File: src/ioPredPkg.sv
// Shared definitions for the I/O predication unit
// Holds the port address map, the port counts, the write credit depth,
// the opcode encoding and the packed structs that cross module borders

package ioPredPkg;

    // ----------------------------------------
    // Address map
    // ----------------------------------------

    // Instruction addresses are 10 bits wide
    localparam int addrWidth = 10;

    // Each window holds four ports, selected by the two low address bits
    localparam int readPortCount = 4;
    localparam int writePortCount = 4;
    localparam int portAddrWidth = 2;

    // First address of each window, aligned to the window size
    localparam logic [addrWidth-1:0] readPortBase = 10'h3F0;
    localparam logic [addrWidth-1:0] writePortBase = 10'h3F8;

    // ----------------------------------------
    // Credits and traceability
    // ----------------------------------------

    // A write sink holds this many words before it must return a credit
    localparam int creditWidth = 2;
    localparam logic [creditWidth-1:0] creditMax = 2'd3;

    // Tag width, carried along so results can be matched to instructions
    localparam int tagWidth = 4;

    // Load reads the source, store writes the destination, move does both
    typedef enum logic [1:0] {
        opNop   = 2'd0,
        opLoad  = 2'd1,
        opStore = 2'd2,
        opMove  = 2'd3
    } opcode_e;

    // One instruction as seen by the unit, 26 bits
    typedef struct packed {
        opcode_e                op;
        logic [addrWidth-1:0]   srcAddr;
        logic [addrWidth-1:0]   dstAddr;
        logic [tagWidth-1:0]    tag;
    } instr_t;

    // Stage-3 outcome of one instruction, 14 bits
    typedef struct packed {
        logic                       valid;
        logic                       annul;
        logic [tagWidth-1:0]        tag;
        logic [readPortCount-1:0]   readEnable;
        logic [writePortCount-1:0]  writeEnable;
    } predResult_t;

endpackage

File: src/ioCheck.sv
// Two-stage port address decoder for one I/O window
// Stage 1 decodes the address, stage 2 looks up the addressed port's state
// Used once for the read window and once for the write window

module ioCheck #(
    parameter logic [ioPredPkg::addrWidth-1:0] portBase = '0,
    // Port state level that means the port can be used
    parameter logic readyLevel = 1'b1
) (
    input  logic                                  clock,
    input  logic                                  reset,
    input  logic                                  access,
    input  logic [ioPredPkg::addrWidth-1:0]       addr,
    input  logic [ioPredPkg::readPortCount-1:0]   portState,
    output logic                                  addrIsIo,
    output logic                                  portBlocked,
    output logic [ioPredPkg::readPortCount-1:0]   portSelect
);

    // Read and write windows have the same number of ports
    logic                                  inWindow;
    logic                                  decodeIo;
    logic [ioPredPkg::readPortCount-1:0]   decodeSelect;
    logic                                  stage1Io;
    logic [ioPredPkg::readPortCount-1:0]   stage1Select;
    logic                                  stage2Io;
    logic [ioPredPkg::readPortCount-1:0]   stage2Select;
    logic                                  selectedState;

    // ----------------------------------------
    // Stage 0 decode
    // ----------------------------------------

    // Upper bits pick the window, the low bits pick the port inside it
    assign inWindow = addr[ioPredPkg::addrWidth-1:ioPredPkg::portAddrWidth]
                      == portBase[ioPredPkg::addrWidth-1:ioPredPkg::portAddrWidth];

    // No access means no port is touched, whatever the address holds
    assign decodeIo = access & inWindow;

    always_comb begin
        decodeSelect = '0;
        decodeSelect[addr[ioPredPkg::portAddrWidth-1:0]] = decodeIo;
    end

    // ----------------------------------------
    // Stage 1 and stage 2 registers
    // ----------------------------------------

    always_ff @(posedge clock) begin
        if (reset) begin
            stage1Io     <= 1'b0;
            stage1Select <= '0;
            stage2Io     <= 1'b0;
            stage2Select <= '0;
        end else begin
            stage1Io     <= decodeIo;
            stage1Select <= decodeSelect;
            stage2Io     <= stage1Io;
            stage2Select <= stage1Select;
        end
    end

    // The select is one-hot, so an OR of the masked state picks one bit
    assign selectedState = |(stage2Select & portState);

    // Blocked only when an I/O port is really addressed and not ready
    assign portBlocked = stage2Io & (selectedState != readyLevel);
    assign addrIsIo    = stage2Io;
    assign portSelect  = stage2Select;

endmodule

File: src/ioReadPredication.sv
// Read side of the predication unit
// Checks the source port for data and drives the stage-3 read enables,
// which stay low whenever the instruction is annulled

module ioReadPredication (
    input  logic                                  clock,
    input  logic                                  reset,
    input  logic                                  isRead,
    input  logic [ioPredPkg::addrWidth-1:0]       srcAddr,
    input  logic [ioPredPkg::readPortCount-1:0]   readNotEmpty,
    input  logic                                  ioReady,
    output logic                                  readBlocked,
    output logic [ioPredPkg::readPortCount-1:0]   readEnable
);

    logic [ioPredPkg::readPortCount-1:0]   maskedNotEmpty;
    logic [ioPredPkg::readPortCount-1:0]   portSelect;
    logic                                  addrIsIo;
    logic [ioPredPkg::readPortCount-1:0]   stage3Select;
    logic                                  stage3Io;

    // A port being read in stage 3 has not yet dropped its flag,
    // so treat it as empty for the instruction right behind
    assign maskedNotEmpty = readNotEmpty & ~readEnable;

    ioCheck #(
        .portBase   (ioPredPkg::readPortBase),
        .readyLevel (1'b1)
    ) readCheck_i (
        .clock       (clock),
        .reset       (reset),
        .access      (isRead),
        .addr        (srcAddr),
        .portState   (maskedNotEmpty),
        .addrIsIo    (addrIsIo),
        .portBlocked (readBlocked),
        .portSelect  (portSelect)
    );

    // ----------------------------------------
    // Stage 3 alignment with ioReady
    // ----------------------------------------

    always_ff @(posedge clock) begin
        if (reset) begin
            stage3Select <= '0;
            stage3Io     <= 1'b0;
        end else begin
            stage3Select <= portSelect;
            stage3Io     <= addrIsIo;
        end
    end

    // Annulled instructions leave the port untouched
    assign readEnable = (ioReady & stage3Io) ? stage3Select : '0;

endmodule

File: src/ioWritePredication.sv
// Write side of the predication unit
// Checks the destination port for credit and drives the stage-3 write
// enables, which stay low whenever the instruction is annulled

module ioWritePredication (
    input  logic                                  clock,
    input  logic                                  reset,
    input  logic                                  isWrite,
    input  logic [ioPredPkg::addrWidth-1:0]       dstAddr,
    input  logic [ioPredPkg::writePortCount-1:0]  portFull,
    input  logic                                  ioReady,
    output logic                                  writeBlocked,
    output logic [ioPredPkg::writePortCount-1:0]  writeEnable
);

    logic [ioPredPkg::writePortCount-1:0]  portSelect;
    logic                                  addrIsIo;
    logic [ioPredPkg::writePortCount-1:0]  stage3Select;
    logic                                  stage3Io;

    // A write port is ready when it is not full, hence readyLevel of 0
    ioCheck #(
        .portBase   (ioPredPkg::writePortBase),
        .readyLevel (1'b0)
    ) writeCheck_i (
        .clock       (clock),
        .reset       (reset),
        .access      (isWrite),
        .addr        (dstAddr),
        .portState   (portFull),
        .addrIsIo    (addrIsIo),
        .portBlocked (writeBlocked),
        .portSelect  (portSelect)
    );

    // ----------------------------------------
    // Stage 3 alignment with ioReady
    // ----------------------------------------

    // ioReady is only known one stage after the check, so hold the select
    always_ff @(posedge clock) begin
        if (reset) begin
            stage3Select <= '0;
            stage3Io     <= 1'b0;
        end else begin
            stage3Select <= portSelect;
            stage3Io     <= addrIsIo;
        end
    end

    // No credit is spent by an annulled instruction
    assign writeEnable = (ioReady & stage3Io) ? stage3Select : '0;

endmodule

File: src/writeCreditTracker.sv
// Credit counters for the write ports
// Each counter spends one credit per committed write and gains one per
// credit returned by the sink, and flags the port full when none is left

module writeCreditTracker (
    input  logic                                  clock,
    input  logic                                  reset,
    input  logic [ioPredPkg::writePortCount-1:0]  writeEnable,
    input  logic [ioPredPkg::writePortCount-1:0]  creditReturn,
    output logic [ioPredPkg::writePortCount-1:0]  portFull
);

    logic [ioPredPkg::writePortCount-1:0][ioPredPkg::creditWidth-1:0] creditCount;

    // ----------------------------------------
    // Counter update
    // ----------------------------------------

    // Spend and return in the same cycle cancel out
    always_ff @(posedge clock) begin
        if (reset) begin
            for (int i = 0; i < ioPredPkg::writePortCount; i++) begin
                creditCount[i] <= ioPredPkg::creditMax;
            end
        end else begin
            for (int i = 0; i < ioPredPkg::writePortCount; i++) begin
                case ({writeEnable[i], creditReturn[i]})
                    2'b10: begin
                        if (creditCount[i] != '0) begin
                            creditCount[i] <= creditCount[i] - 1'b1;
                        end
                    end
                    2'b01: begin
                        // A return past the sink's depth is dropped
                        if (creditCount[i] != ioPredPkg::creditMax) begin
                            creditCount[i] <= creditCount[i] + 1'b1;
                        end
                    end
                    default: begin
                        creditCount[i] <= creditCount[i];
                    end
                endcase
            end
        end
    end

    // ----------------------------------------
    // Full flags
    // ----------------------------------------

    // The last credit counts as gone while its write sits in stage 3,
    // because the counter only drops on the next edge
    always_comb begin
        for (int i = 0; i < ioPredPkg::writePortCount; i++) begin
            portFull[i] = (creditCount[i] == '0)
                          || ((creditCount[i] == 1) && writeEnable[i]);
        end
    end

endmodule

File: src/ioControl.sv
// Pipeline control of the predication unit
// Decodes the opcode, carries valid and tag through three stages and makes
// the single registered commit or annul decision

module ioControl (
    input  logic                              clock,
    input  logic                              reset,
    input  logic                              instrValid,
    input  ioPredPkg::instr_t                 instr,
    input  logic                              readBlocked,
    input  logic                              writeBlocked,
    output logic                              isRead,
    output logic                              isWrite,
    output logic                              ioReady,
    output logic                              resultValid,
    output logic [ioPredPkg::tagWidth-1:0]    resultTag
);

    // Index n holds the instruction in stage n
    logic [3:1]                             validPipe;
    logic [3:1][ioPredPkg::tagWidth-1:0]    tagPipe;

    // ----------------------------------------
    // Opcode decode
    // ----------------------------------------

    // Gated by valid so an empty slot never selects a port
    assign isRead = instrValid
                    & ((instr.op == ioPredPkg::opLoad) | (instr.op == ioPredPkg::opMove));
    assign isWrite = instrValid
                     & ((instr.op == ioPredPkg::opStore) | (instr.op == ioPredPkg::opMove));

    // ----------------------------------------
    // Stage registers
    // ----------------------------------------

    always_ff @(posedge clock) begin
        if (reset) begin
            validPipe <= '0;
        end else begin
            validPipe <= {validPipe[2:1], instrValid};
        end
    end

    // Tags move one stage per clock next to their valid bits
    always_ff @(posedge clock) begin
        tagPipe <= {tagPipe[2:1], instr.tag};
    end

    // Both sides must be ready, or the whole instruction is annulled
    always_ff @(posedge clock) begin
        if (reset) begin
            ioReady <= 1'b0;
        end else begin
            ioReady <= validPipe[2] & ~readBlocked & ~writeBlocked;
        end
    end

    assign resultValid = validPipe[3];
    assign resultTag   = tagPipe[3];

endmodule

File: src/ioPredication.sv
// Top level of the I/O predication unit
// Instructions enter every cycle and their result leaves three cycles later
// with the port enables, or annulled when a port is empty or out of credit

module ioPredication (
    input  logic                                  clock,
    input  logic                                  reset,
    input  logic                                  instrValid,
    input  ioPredPkg::instr_t                     instr,
    input  logic [ioPredPkg::readPortCount-1:0]   readNotEmpty,
    input  logic [ioPredPkg::writePortCount-1:0]  creditReturn,
    output ioPredPkg::predResult_t                result
);

    logic                                  isRead;
    logic                                  isWrite;
    logic                                  ioReady;
    logic                                  readBlocked;
    logic                                  writeBlocked;
    logic                                  resultValid;
    logic [ioPredPkg::tagWidth-1:0]        resultTag;
    logic [ioPredPkg::readPortCount-1:0]   readEnable;
    logic [ioPredPkg::writePortCount-1:0]  writeEnable;
    logic [ioPredPkg::writePortCount-1:0]  portFull;

    // ----------------------------------------
    // Control
    // ----------------------------------------

    ioControl control_i (
        .clock        (clock),
        .reset        (reset),
        .instrValid   (instrValid),
        .instr        (instr),
        .readBlocked  (readBlocked),
        .writeBlocked (writeBlocked),
        .isRead       (isRead),
        .isWrite      (isWrite),
        .ioReady      (ioReady),
        .resultValid  (resultValid),
        .resultTag    (resultTag)
    );

    // ----------------------------------------
    // Datapath
    // ----------------------------------------

    ioReadPredication readPred_i (
        .clock        (clock),
        .reset        (reset),
        .isRead       (isRead),
        .srcAddr      (instr.srcAddr),
        .readNotEmpty (readNotEmpty),
        .ioReady      (ioReady),
        .readBlocked  (readBlocked),
        .readEnable   (readEnable)
    );

    ioWritePredication writePred_i (
        .clock        (clock),
        .reset        (reset),
        .isWrite      (isWrite),
        .dstAddr      (instr.dstAddr),
        .portFull     (portFull),
        .ioReady      (ioReady),
        .writeBlocked (writeBlocked),
        .writeEnable  (writeEnable)
    );

    writeCreditTracker credits_i (
        .clock        (clock),
        .reset        (reset),
        .writeEnable  (writeEnable),
        .creditReturn (creditReturn),
        .portFull     (portFull)
    );

    // Annul is the stage-3 readiness turned around
    assign result = '{
        valid:       resultValid,
        annul:       ~ioReady,
        tag:         resultTag,
        readEnable:  readEnable,
        writeEnable: writeEnable
    };

endmodule

File: config.mk
export PLATFORM = sky130hd
export DESIGN_NAME = ioPredication
export DESIGN_NICKNAME = d
export VERILOG_FILES = /design/src/ioPredPkg.sv /design/src/ioCheck.sv /design/src/ioReadPredication.sv /design/src/ioWritePredication.sv /design/src/writeCreditTracker.sv /design/src/ioControl.sv /design/src/ioPredication.sv
export SDC_FILE = /design/constraint.sdc
export NUM_CORES = 1
export LEC_CHECK = 0
export ABC_CLOCK_PERIOD_IN_PS = 1500
export BUFFER_PORTS_ARGS = -buffer_cell sky130_fd_sc_hd__buf_2
export CAP_MARGIN = 15
export CORE_ASPECT_RATIO = 1.1
export CORE_MARGIN = 8
export CORE_UTILIZATION = 47
export CTS_CLUSTER_SIZE = 25
export DETAILED_ROUTE_END_ITERATION = 16
export GPL_ROUTABILITY_DRIVEN = 0
export PLACE_DENSITY = 0.74
export SLEW_MARGIN = 20
export SYNTH_ARGS = -nofsm -noshare
export SYNTH_HDL_FRONTEND = slang
export SYNTH_SLANG_ARGS = --single-unit
export TNS_END_PERCENT = 20
File: constraint.sdc
create_clock -name clock -period 1.5 [get_ports clock]
set_input_delay 0 -clock clock [delete_from_list [all_inputs] [get_ports clock]]
set_output_delay 0 -clock clock [all_outputs]
set_load 0.01 [all_outputs]
# Word level (Yosys, flattened, before mapping)
# Index checks and enable logic that the tools add are counted.
[op_classes] add_sub_neg=8 n_lt_le_gt_ge=4 eq_ne=29 muxes=18 n_bitwise=22 reduce_logical=28
[op_table] operator="$and 4x4->4" count=5
[op_table] operator="$eq 2x1->1 const B" count=9
[op_table] operator="$eq 8x8->1 const B" count=2
[op_table] operator="$mux 2" count=8
[op_table] operator="$ne 2x1->1 const B" count=8
[op_table] operator="$pmux 2 s2" count=4
[op_table] operator="$reduce_bool 2->1" count=8
[op_table] operator="$eq 2x2->1 const B" count=6
[op_table] operator="$reduce_and 3->1" count=4
[op_table] operator="$and 1x1->1" count=10
[op_table] operator="$add 2x1->2 const B" count=4
[op_table] operator="$logic_not 2->1" count=4
[op_table] operator="$mux 4" count=2
[op_table] operator="$ne 2x2->1 const B" count=4
[op_table] operator="$reduce_or 4->1" count=2
[op_table] operator="$sub 2x1->2 const B" count=4
[op_table] operator="$logic_and 1x1->1" count=6
[op_table] operator="$lt 2x3->1 const B" count=2
[op_table] operator="$demux 1 s2" count=2
[op_table] operator="$ge 2x1->1 const B" count=2
[op_table] operator="$logic_or 1x1->1" count=4
[op_table] operator="$not 1->1" count=4
[op_table] operator="$not 4->4" count=1
[op_table] operator="$mux 1" count=2
[op_table] operator="$or 1x1->1" count=2
[word_totals] ff_bits=54 wordCells=130

# Logic depth before layout (Yosys ltp)
# Gate-level depths: netlist of the first run.
[depth] ltp_word=11 mapped_depth=7 ltp_nobuf=6

# Hierarchy
# Synthesis of the first run repeated with hierarchy kept, for this count alone.
[unflattened] hier_cells=193 hier_area_um2=2210.9
[modules_own_cells] module="writeCreditTracker" instances=1 cells_per_inst=73 area_each_um2=680.7 seq_area_each_um2=160.2
[modules_own_cells] module="ioControl" instances=1 cells_per_inst=26 area_each_um2=404.1 seq_area_each_um2=320.3
[modules_own_cells] module="ioCheck at writePred_i.writeCheck_i" instances=1 cells_per_inst=30 area_each_um2=374.1 seq_area_each_um2=200.2
[modules_own_cells] module="ioCheck at readPred_i.readCheck_i" instances=1 cells_per_inst=30 area_each_um2=372.9 seq_area_each_um2=200.2
[modules_own_cells] module="ioReadPredication" instances=1 cells_per_inst=18 area_each_um2=211.5 seq_area_each_um2=100.1
[modules_own_cells] module="ioWritePredication" instances=1 cells_per_inst=14 area_each_um2=156.4 seq_area_each_um2=100.1
[modules_own_cells] module="ioPredication" instances=1 cells_per_inst=2 area_each_um2=11.3 seq_area_each_um2=0.0

# Worst setup path after synthesis of the first run
# Ideal clock, no wire load.
[synth_timing] path_type="register to register" start="register control_i.ioReady" end="register credits_i.creditCount[5] (netlist name)" arrival_ps=1502 setup_slack_ps=-122 stages_incl_launch_ff=7 synth_period_minus_slack_ps=1622 cell_sequence="dfxtp_1 -> buf_4 -> nand3_1 -> inv_1 -> ha_1 -> a221o_1 -> a211o_1"
[synth_rtl] element="from (decl)" line="ioControl.sv:14" text="output logic ioReady,"
[synth_rtl] element="from (signal assigned)" line="ioControl.sv:55" text="ioReady <= validPipe[2] & ~readBlocked & ~writeBlocked;"
[synth_rtl] element="to (signal, indexed assignment)" line="writeCreditTracker.sv:23" text="creditCount[i] <= ioPredPkg::creditMax;"
[synth_rtl] element="to (signal, indexed assignment)" line="writeCreditTracker.sv:30" text="creditCount[i] <= creditCount[i] - 1'b1;"
[synth_rtl] element="to (signal, indexed assignment)" line="writeCreditTracker.sv:36" text="creditCount[i] <= creditCount[i] + 1'b1;"
[synth_rtl] element="to (decl)" line="writeCreditTracker.sv:13" text="logic [ioPredPkg::writePortCount-1:0][ioPredPkg::creditWidth-1:0] creditCount;"

# Final worst setup path of the first run
[layout_timing] start="register writePred_i.stage3Io" end="register credits_i.creditCount[7] (netlist name)"
[layout_between] elab_chain_len=5 word_cells_on_any_way=9 classes_between="eq/ne (4); mux (2); bitwise (1); reduce/logical (2)"
[layout_lines] element="from (decl)" line="ioWritePredication.sv:19" text="logic stage3Io;"
[layout_lines] element="from (signal assigned)" line="ioWritePredication.sv:47" text="stage3Io <= addrIsIo;"
[layout_lines] element="$and 1x1->1 *" line="ioWritePredication.sv:52" text="assign writeEnable = (ioReady & stage3Io) ? stage3Select : '0;"
[layout_lines] element="$mux 4 *" line="ioWritePredication.sv:52"
[layout_lines] element="$eq 2x1->1 or $eq 2x2->1 (tied branches)" line="writeCreditTracker.sv:27" text="case ({writeEnable[i], creditReturn[i]})"
[layout_lines] element="$ne 2x1->1 (no line) or $reduce_bool 2->1 (tied branches)"
[layout_lines] element="$reduce_and 3->1 (no line)"
# Every way passes the cells marked *; elsewhere a longest branch is shown, timed or not.
# A chain may end at the register's enable or synchronous reset.

==> impl_results.md, run 1 <==
* Status: finished with violations
* Violated checks: setup timing
* Placed Area at 0.00243 mm²
* Cell family with most CP delay: compound AO/OA/AOI/OAI gates
* Worst EP arrival at 1.71 ns
* Hold_ws at 0.0435 ns
* Core Rows at 25
* Crit-path cells: nand3_2 > inv_2 > ha_1 > a221o_1 > a211o_1
* CP required at 1.69 ns
* Distinct cells, synth at 32
* Met1 Track Usage GR at 0.100
* GR Util met3 at 0.0439
* Share of flip-flops with an asynchronous set or reset at 0
* Final Power at 0.00258 W
* Post-synthesis cell area at 0.00208 mm²
* P&R area growth vs syn at 29.8%
* PD cells at 955 mW/mm²
* Synth top area cells: dfxtp_1, ha_1, nor2b_1
* GRT Total Usage at 0.102
* Worst min path class: input pin to flop
* Count of final hold-check violations at 0
* Post-synth EDFFs at 0
* Worst-path clk slew at 0.08 ns
* Initial antenna violation count at 0
* Die span in y at 85.8 µm
* Worst Setup End Kind: flop
* Setup WS post-layout at -0.0221 ns
* H-tree levels at 2
* RSZ-0062 raised after global routing: yes
* CP bufs+invs at 1
* Congestion Overflow GR at 0
* Die area at 0.00681 mm²
* Final setup vio count at 1
* Syn_nets at 245
* # diodes at 0
* Met2 global-route usage at 0.173
* Clock Path Buffers at 2
* Syn. warnings at 0
* HPWL after detailed placement at 2580 µm
* Sw Ratio at 0.230
* CP max stage cell: dfxtp_4
* Leakage at 1.36 nW
* Die width at 79.4 µm
* CP startpoint kind: flop
* Wire per inst at 10.7 µm
* Non-filler cells, final at 316
* PortBufs at 50
* 1st-iter DRT viols at 33
* Final min period at 1.52 ns
* Number of routed nets with antenna violations at 0
* Routed vias at 1466
* Total CTS buffers at 5
* Seq cells post-synth at 54
* Fin. max-slew vios at 0
* Initial DRT Pass Iterations at 4
* Design area at 0.00270 mm²
* Mapped Avg Cell Area at 11.1 µm²
* Largest net degree at the start of global routing at 31
* Placed cells at 292
* Top cell type's share of synthesized area at 0.520
* Initial cell density of the core at 0.486
* GRT busiest layer: met2
* Setup CP Type: flop to flop
* Core ar. at 0.00429 mm²
* CTS tree: built
* Sw Pwr at 0.000594 W
* Layout cells sized above 1 at 0.344
* Peak supply drop at 0.594 mV
* Clock root cell: clkbuf_8
* Mapped Cells at 188
* Pint at 0.00199 W
* Vias in the first global route at 1417
* Fmax at 0.657 GHz
* Clock Skew at 0.00415 ns
* Filler Cell Count at 336
* CP max FO at 7
* Final Net Count at 318
* I/O pin count at 51
* Clock network power share at 0.292
* Final worst path period share at 1.01
* Sequential-to-total area share from yosys stat at 0.520
* Routed wire length at 3390 µm
* Max stage delay on crit path at 0.41 ns
* # clock sinks at 54
* Setup_tns at -0.0221 ns
* Slew margin rel. at 0.816
* Clock latency on the worst-skew pair at 0.30 ns
* Synth area leader: dfxtp_1
* First-pass GRT wire length at 5560 µm
* DRC Markers at 0
* Vias/cell at 4.64
* Number of max-cap violations at 0
* Comb power frac at 0.121
* Post-synth top flop: dfxtp_1
* Slew @ Worst Pin at 0.273 ns
* Share of power burned in registers at 0.587
## cells by family after synthesis
family	synth area share
AND/OR/NAND/NOR	0.186
AO/OA/AOI/OAI	0.0770
adder cells (fa/ha/maj)	0.120
XOR/XNOR	0.0337
buffers and inverters	0.0631
flip-flops	0.520
## stage by stage
step            util  setup WS [ns]
2_1_floorplan      -        -0.0293
3_3_place_gp   0.566         -0.132
3_5_place_dp   0.566         -0.189
4_1_cts        0.621       -0.00324
5_1_grt        0.630        -0.0627
6_report       0.630        -0.0221
## routing by layer
layer  vias to the layer above  wire length [µm]
li1                        768                 -
met4                         0                75
met5                         -                 0
met1                       650              1490
met2                        41              1610
met3                         7               212
## cell usage in the layout (no fill, tap or decap), types with 2 or more instances in the layout
cell type	count
buf_2	50
dfxtp_1	47
nor2b_1	22
ha_1	19
dlygate4sd3_1	14
inv_1	13
buf_4	12
and3_1	6
nand2_1	6
nor2_1	6
clkbuf_8	5
dfxtp_2	5
inv_2	4
nand3_2	4
a221o_1	4
xor2_1	4
a211o_1	4
xnor2_1	4
nand2b_1	4
and3b_1	3
a41o_1	3
nor3b_1	2
a22o_1	2
dfxtp_4	2
## power by group through the flow
stage                     Combinational, W  Clock [W]  Sequential, W
after floorplan                   0.000196          0        0.00154
after global placement            0.000287          0        0.00155
after detailed placement          0.000292          0        0.00155
after CTS                         0.000314   0.000790        0.00151
after global routing              0.000356   0.000841        0.00152
final                             0.000313   0.000752        0.00151
## final timing paths
check	startpoint	end	slack (ns)	depth (start not counted)
worst max-delay path	writePred_i.stage3Io	credits_i.creditCount[7]	-0.02	5
worst min-delay path	instr[6]	writePred_i.writeCheck_i.stage1Select[2]	0.04	3
worst max register to register	writePred_i.stage3Io	credits_i.creditCount[7]	-0.02	5
worst min register to register	control_i.tagPipe[0]	control_i.tagPipe[4]	0.33	0
## cell usage after synthesis (2+ instances only)
cell / instances
nand3_1: 5
nor2_1: 6
nor2b_1: 22
a22o_1: 2
ha_1: 20
a221o_1: 4
buf_4: 6
nand2b_1: 4
a41o_1: 3
dfxtp_1: 54
inv_1: 17
xnor2_1: 4
and3b_1: 3
clkbuf_1: 3
xor2_1: 4
and3_1: 6
nor3b_1: 2
nand2_1: 6
a211o_1: 4
## worst register-to-register path: cells and delay by family, from the launching register on
kind / cells / cell delay [ns]
adder cells (fa/ha/maj): 1 / 0.22
flip-flops: 1 / 0.41
AO/OA/AOI/OAI: 2 / 0.60
buffers and inverters: 1 / 0.07
AND/OR/NAND/NOR: 1 / 0.11
## state kept, by name, indices dropped and copies added (netlist names)
signal / cells
credits_i.creditCount: 8
writePred_i.stage3Io: 1
writePred_i.writeCheck_i.addrIsIo: 1
readPred_i.readCheck_i.stage1Select: 4
readPred_i.readCheck_i.portSelect: 4
control_i.ioReady: 1
writePred_i.writeCheck_i.stage1Select: 4
readPred_i.readCheck_i.stage1Io: 1
readPred_i.readCheck_i.addrIsIo: 1
readPred_i.stage3Io: 1
control_i.resultTag: 4
control_i.tagPipe: 8
writePred_i.writeCheck_i.stage1Io: 1
control_i.validPipe: 3
writePred_i.writeCheck_i.portSelect: 4
writePred_i.stage3Select: 4
readPred_i.stage3Select: 4
## area by class of cell
type | count | area (µm²) | share of cell area
Sequential cell | 54 | 1090 | 0.405
Multi-Input combinational cell | 107 | 908 | 0.336
Timing Repair Buffer | 76 | 480 | 0.178
Clock buffer | 6 | 72.6 | 0.0269
Tap cell | 54 | 67.6 | 0.0250
Inverter | 17 | 63.8 | 0.0236
Clock inverter | 2 | 13.8 | 0.00509
## timing repair
action	CTS	global route
pin swaps	1	1
setup endpoints to repair	8	7
endpoints found under the hold margin	15	0
gates resized for setup	3	7
hold buffers	14	0
setup buffers	0	2
Note: power is estimated with default switching activity, not from simulation.
==> run 2, diff against run 1 <==
--- a/config.mk
+++ b/config.mk
@@ -8,13 +8,15 @@
 export ABC_CLOCK_PERIOD_IN_PS = 1500
 export BUFFER_PORTS_ARGS = -buffer_cell sky130_fd_sc_hd__buf_2
 export CAP_MARGIN = 15
+export CELL_PAD_IN_SITES_DETAIL_PLACEMENT = 1
+export CELL_PAD_IN_SITES_GLOBAL_PLACEMENT = 2
 export CORE_ASPECT_RATIO = 1.1
 export CORE_MARGIN = 8
-export CORE_UTILIZATION = 47
+export CORE_UTILIZATION = 30
 export CTS_CLUSTER_SIZE = 25
 export DETAILED_ROUTE_END_ITERATION = 16
 export GPL_ROUTABILITY_DRIVEN = 0
-export PLACE_DENSITY = 0.74
+export PLACE_DENSITY_LB_ADDON = 0.1
 export SLEW_MARGIN = 20
 export SYNTH_ARGS = -nofsm -noshare
 export SYNTH_HDL_FRONTEND = slang
==> impl_results.md, run 2 (synthesis gave the netlist of run 1 again) <==
* I/O pin count at 51 (unchanged)
* Non-filler cells, final at 350 (was 316)
* Leakage at 1.38 nW (was 1.36 nW)
* Clock Path Buffers at 2 (unchanged)
* HPWL after detailed placement at 3100 µm (was 2580 µm)
* Initial DRT Pass Iterations at 4 (unchanged)
* Die area at 0.00986 mm² (was 0.00681 mm²)
* Final setup vio count at 0 (was 1)
* Crit-path cells: nand3_2 > inv_2 > ha_1 > a221o_1 > a211o_1 (unchanged)
* Setup CP Type: flop to flop (unchanged)
* Most frequent cells in the layout: buf_2, dfxtp_1, nor2b_1 (unchanged)
* Setup_tns at 0 ns (was -0.0221 ns)
* Routed wire length at 4020 µm (was 3390 µm)
* Layout cells sized above 1 at 0.366 (was 0.344)
* Initial cell density of the core at 0.302 (was 0.486)
* Largest net degree at the start of global routing at 31 (unchanged)
* Setup WS post-layout at 0.0325 ns (was -0.0221 ns)
* DRC Markers at 0 (unchanged)
* PortBufs at 50 (unchanged)
* Status: completed (was finished with violations)
* Total CTS buffers at 5 (unchanged)
* CP max FO at 8 (was 7)
* P&R area growth vs syn at 32.4% (was 29.8%)
* GRT Total Usage at 0.0889 (was 0.102)
* Initial antenna violation count at 0 (unchanged)
* Slew margin rel. at 0.795 (was 0.816)
* CP startpoint kind: flop (unchanged)
* Hold_ws at 0.0896 ns (was 0.0435 ns)
* # diodes at 0 (unchanged)
* Congestion Overflow GR at 0 (unchanged)
* Final min period at 1.47 ns (was 1.52 ns)
* FF/Latch Area at 0.00110 mm² (was 0.00109 mm²)
* Die width at 95.4 µm (was 79.4 µm)
* Number of max-cap violations at 0 (unchanged)
* Count of final hold-check violations at 0 (unchanged)
* Die span in y at 103 µm (was 85.8 µm)
* R2r setup slk at 0.03 ns (was -0.02 ns)
* Fmax at 0.681 GHz (was 0.657 GHz)
* First-pass GRT wire length at 6910 µm (was 5560 µm)
* CP max stage cell: dfxtp_4 (unchanged)
* Placed Area at 0.00250 mm² (was 0.00243 mm²)
* Wire per inst at 11.5 µm (was 10.7 µm)
* Worst Setup End Kind: flop (unchanged)
* Core Rows at 32 (was 25)
* Max stage delay on crit path at 0.41 ns (about the same)
* Worst min path class: input pin to flop (unchanged)
* Peak supply drop at 0.396 mV (was 0.594 mV)
* PD cells at 964 mW/mm² (was 955 mW/mm²)
* RSZ-0062 raised after global routing: yes (unchanged)
* Vias/cell at 4.29 (was 4.64)
* Setup WS pre-CTS at -0.147 ns (was -0.189 ns)
* H-tree levels at 2 (unchanged)
* Clock Skew at 0.00378 ns (was 0.00415 ns)
* Core ar. at 0.00689 mm² (was 0.00429 mm²)
* Worst-path clk slew at 0.10 ns (was 0.08 ns)
* Placed cells at 328 (was 292)
* Number of routed nets with antenna violations at 0 (unchanged)
* Routed vias at 1502 (was 1466)
* Clock latency on the worst-skew pair at 0.30 ns (about the same)
* CTS tree: built (unchanged)
* # clock sinks at 54 (unchanged)
* 1st-iter DRT viols at 27 (was 33)
* Final worst path period share at 0.978 (was 1.01)
* Fin. max-slew vios at 0 (unchanged)
* Regs by FF count: control_i.tagPipe (8), credits_i.creditCount (8) (unchanged)
* Worst EP arrival at 1.66 ns (was 1.71 ns)
* Final Net Count at 322 (was 318)
* Commonest non-fill, non-tap cell in the layout: buf_2 (unchanged)
* Vias in the first global route at 1700 (was 1417)
* Area of the multi-input gates at 891 µm² (was 908 µm²)
* CP bufs+invs at 1 (unchanged)
* Cell family with most CP delay: compound AO/OA/AOI/OAI gates (unchanged)
* Clock root cell: clkbuf_8 (unchanged)
* CP required at 1.69 ns (about the same)
* Design area at 0.00276 mm² (was 0.00270 mm²)
* Slew @ Worst Pin at 0.308 ns (was 0.273 ns)
* Filler Cell Count at 784 (was 336)
run 2: cell types whose count changed in the layout (fill, tap and decap cells not counted), moves of 2 or more:
| cell | change |
|---|---|
| buf_4 | +4 |
| dfxtp_1 | -2 |
| dfxtp_2 | +2 |
| inv_6 | +2 |
run 2: what timing repair did:
item | in CTS | in global routing
pin swaps | 3 | 2
setup endpoints to repair | 9 | 7
buffers inserted | 1 | 0
resized for setup | 4 | 8
hold endpoints to repair | 15 | 0
hold buffers | 14 | 0
run 2: worst register-to-register path: stages, from the launching register on:
cell     delay (ns)
dfxtp_4        0.41
nand3_2        0.09
inv_2          0.07
ha_1           0.21
a221o_1        0.31
a211o_1        0.27
run 2: through the flow:
stage | total power, W | utilization
4_1_cts | 0.00271 | 0.399
6_report | 0.00266 | 0.400
5_1_grt | 0.00282 | 0.400
2_1_floorplan | 0.00174 | -
3_5_place_dp | 0.00187 | 0.364
3_3_place_gp | 0.00187 | 0.364
run 2: cell type report:
class,count,area share
Inverter,17,0.0232
Clock buffer,5,0.0250
Sequential cell,54,0.398
Timing Repair Buffer,80,0.185
Multi-Input combinational cell,107,0.323
Clock inverter,2,0.00636
Tap cell,85,0.0386
run 2: where the power goes:
group,leakage [nW],internal (W),switching [W]
registers,0.442,0.00149,0.0000299
clock network,0.0450,0.000332,0.000468
logic,0.889,0.000187,0.000151
total,1.38,0.00201,0.000649
run 2: routing by layer:
metal | wire, µm | global-route usage
met1 | 1800 | 0.0978
met2 | 1970 | 0.156
met3 | 222 | 0.0318
met4 | 23 | 0.0284
met5 | 0 | 0
run 2: path summary, 6_finish.rpt:
check,start,to,cells past startpoint
setup / recovery,control_i.ioReady,credits_i.creditCount[3],5
hold / removal,instr[25],writePred_i.writeCheck_i.stage1Select[0],4
setup reg to reg,control_i.ioReady,credits_i.creditCount[3],5
hold reg to reg,control_i.tagPipe[7],control_i.resultTag[3],0
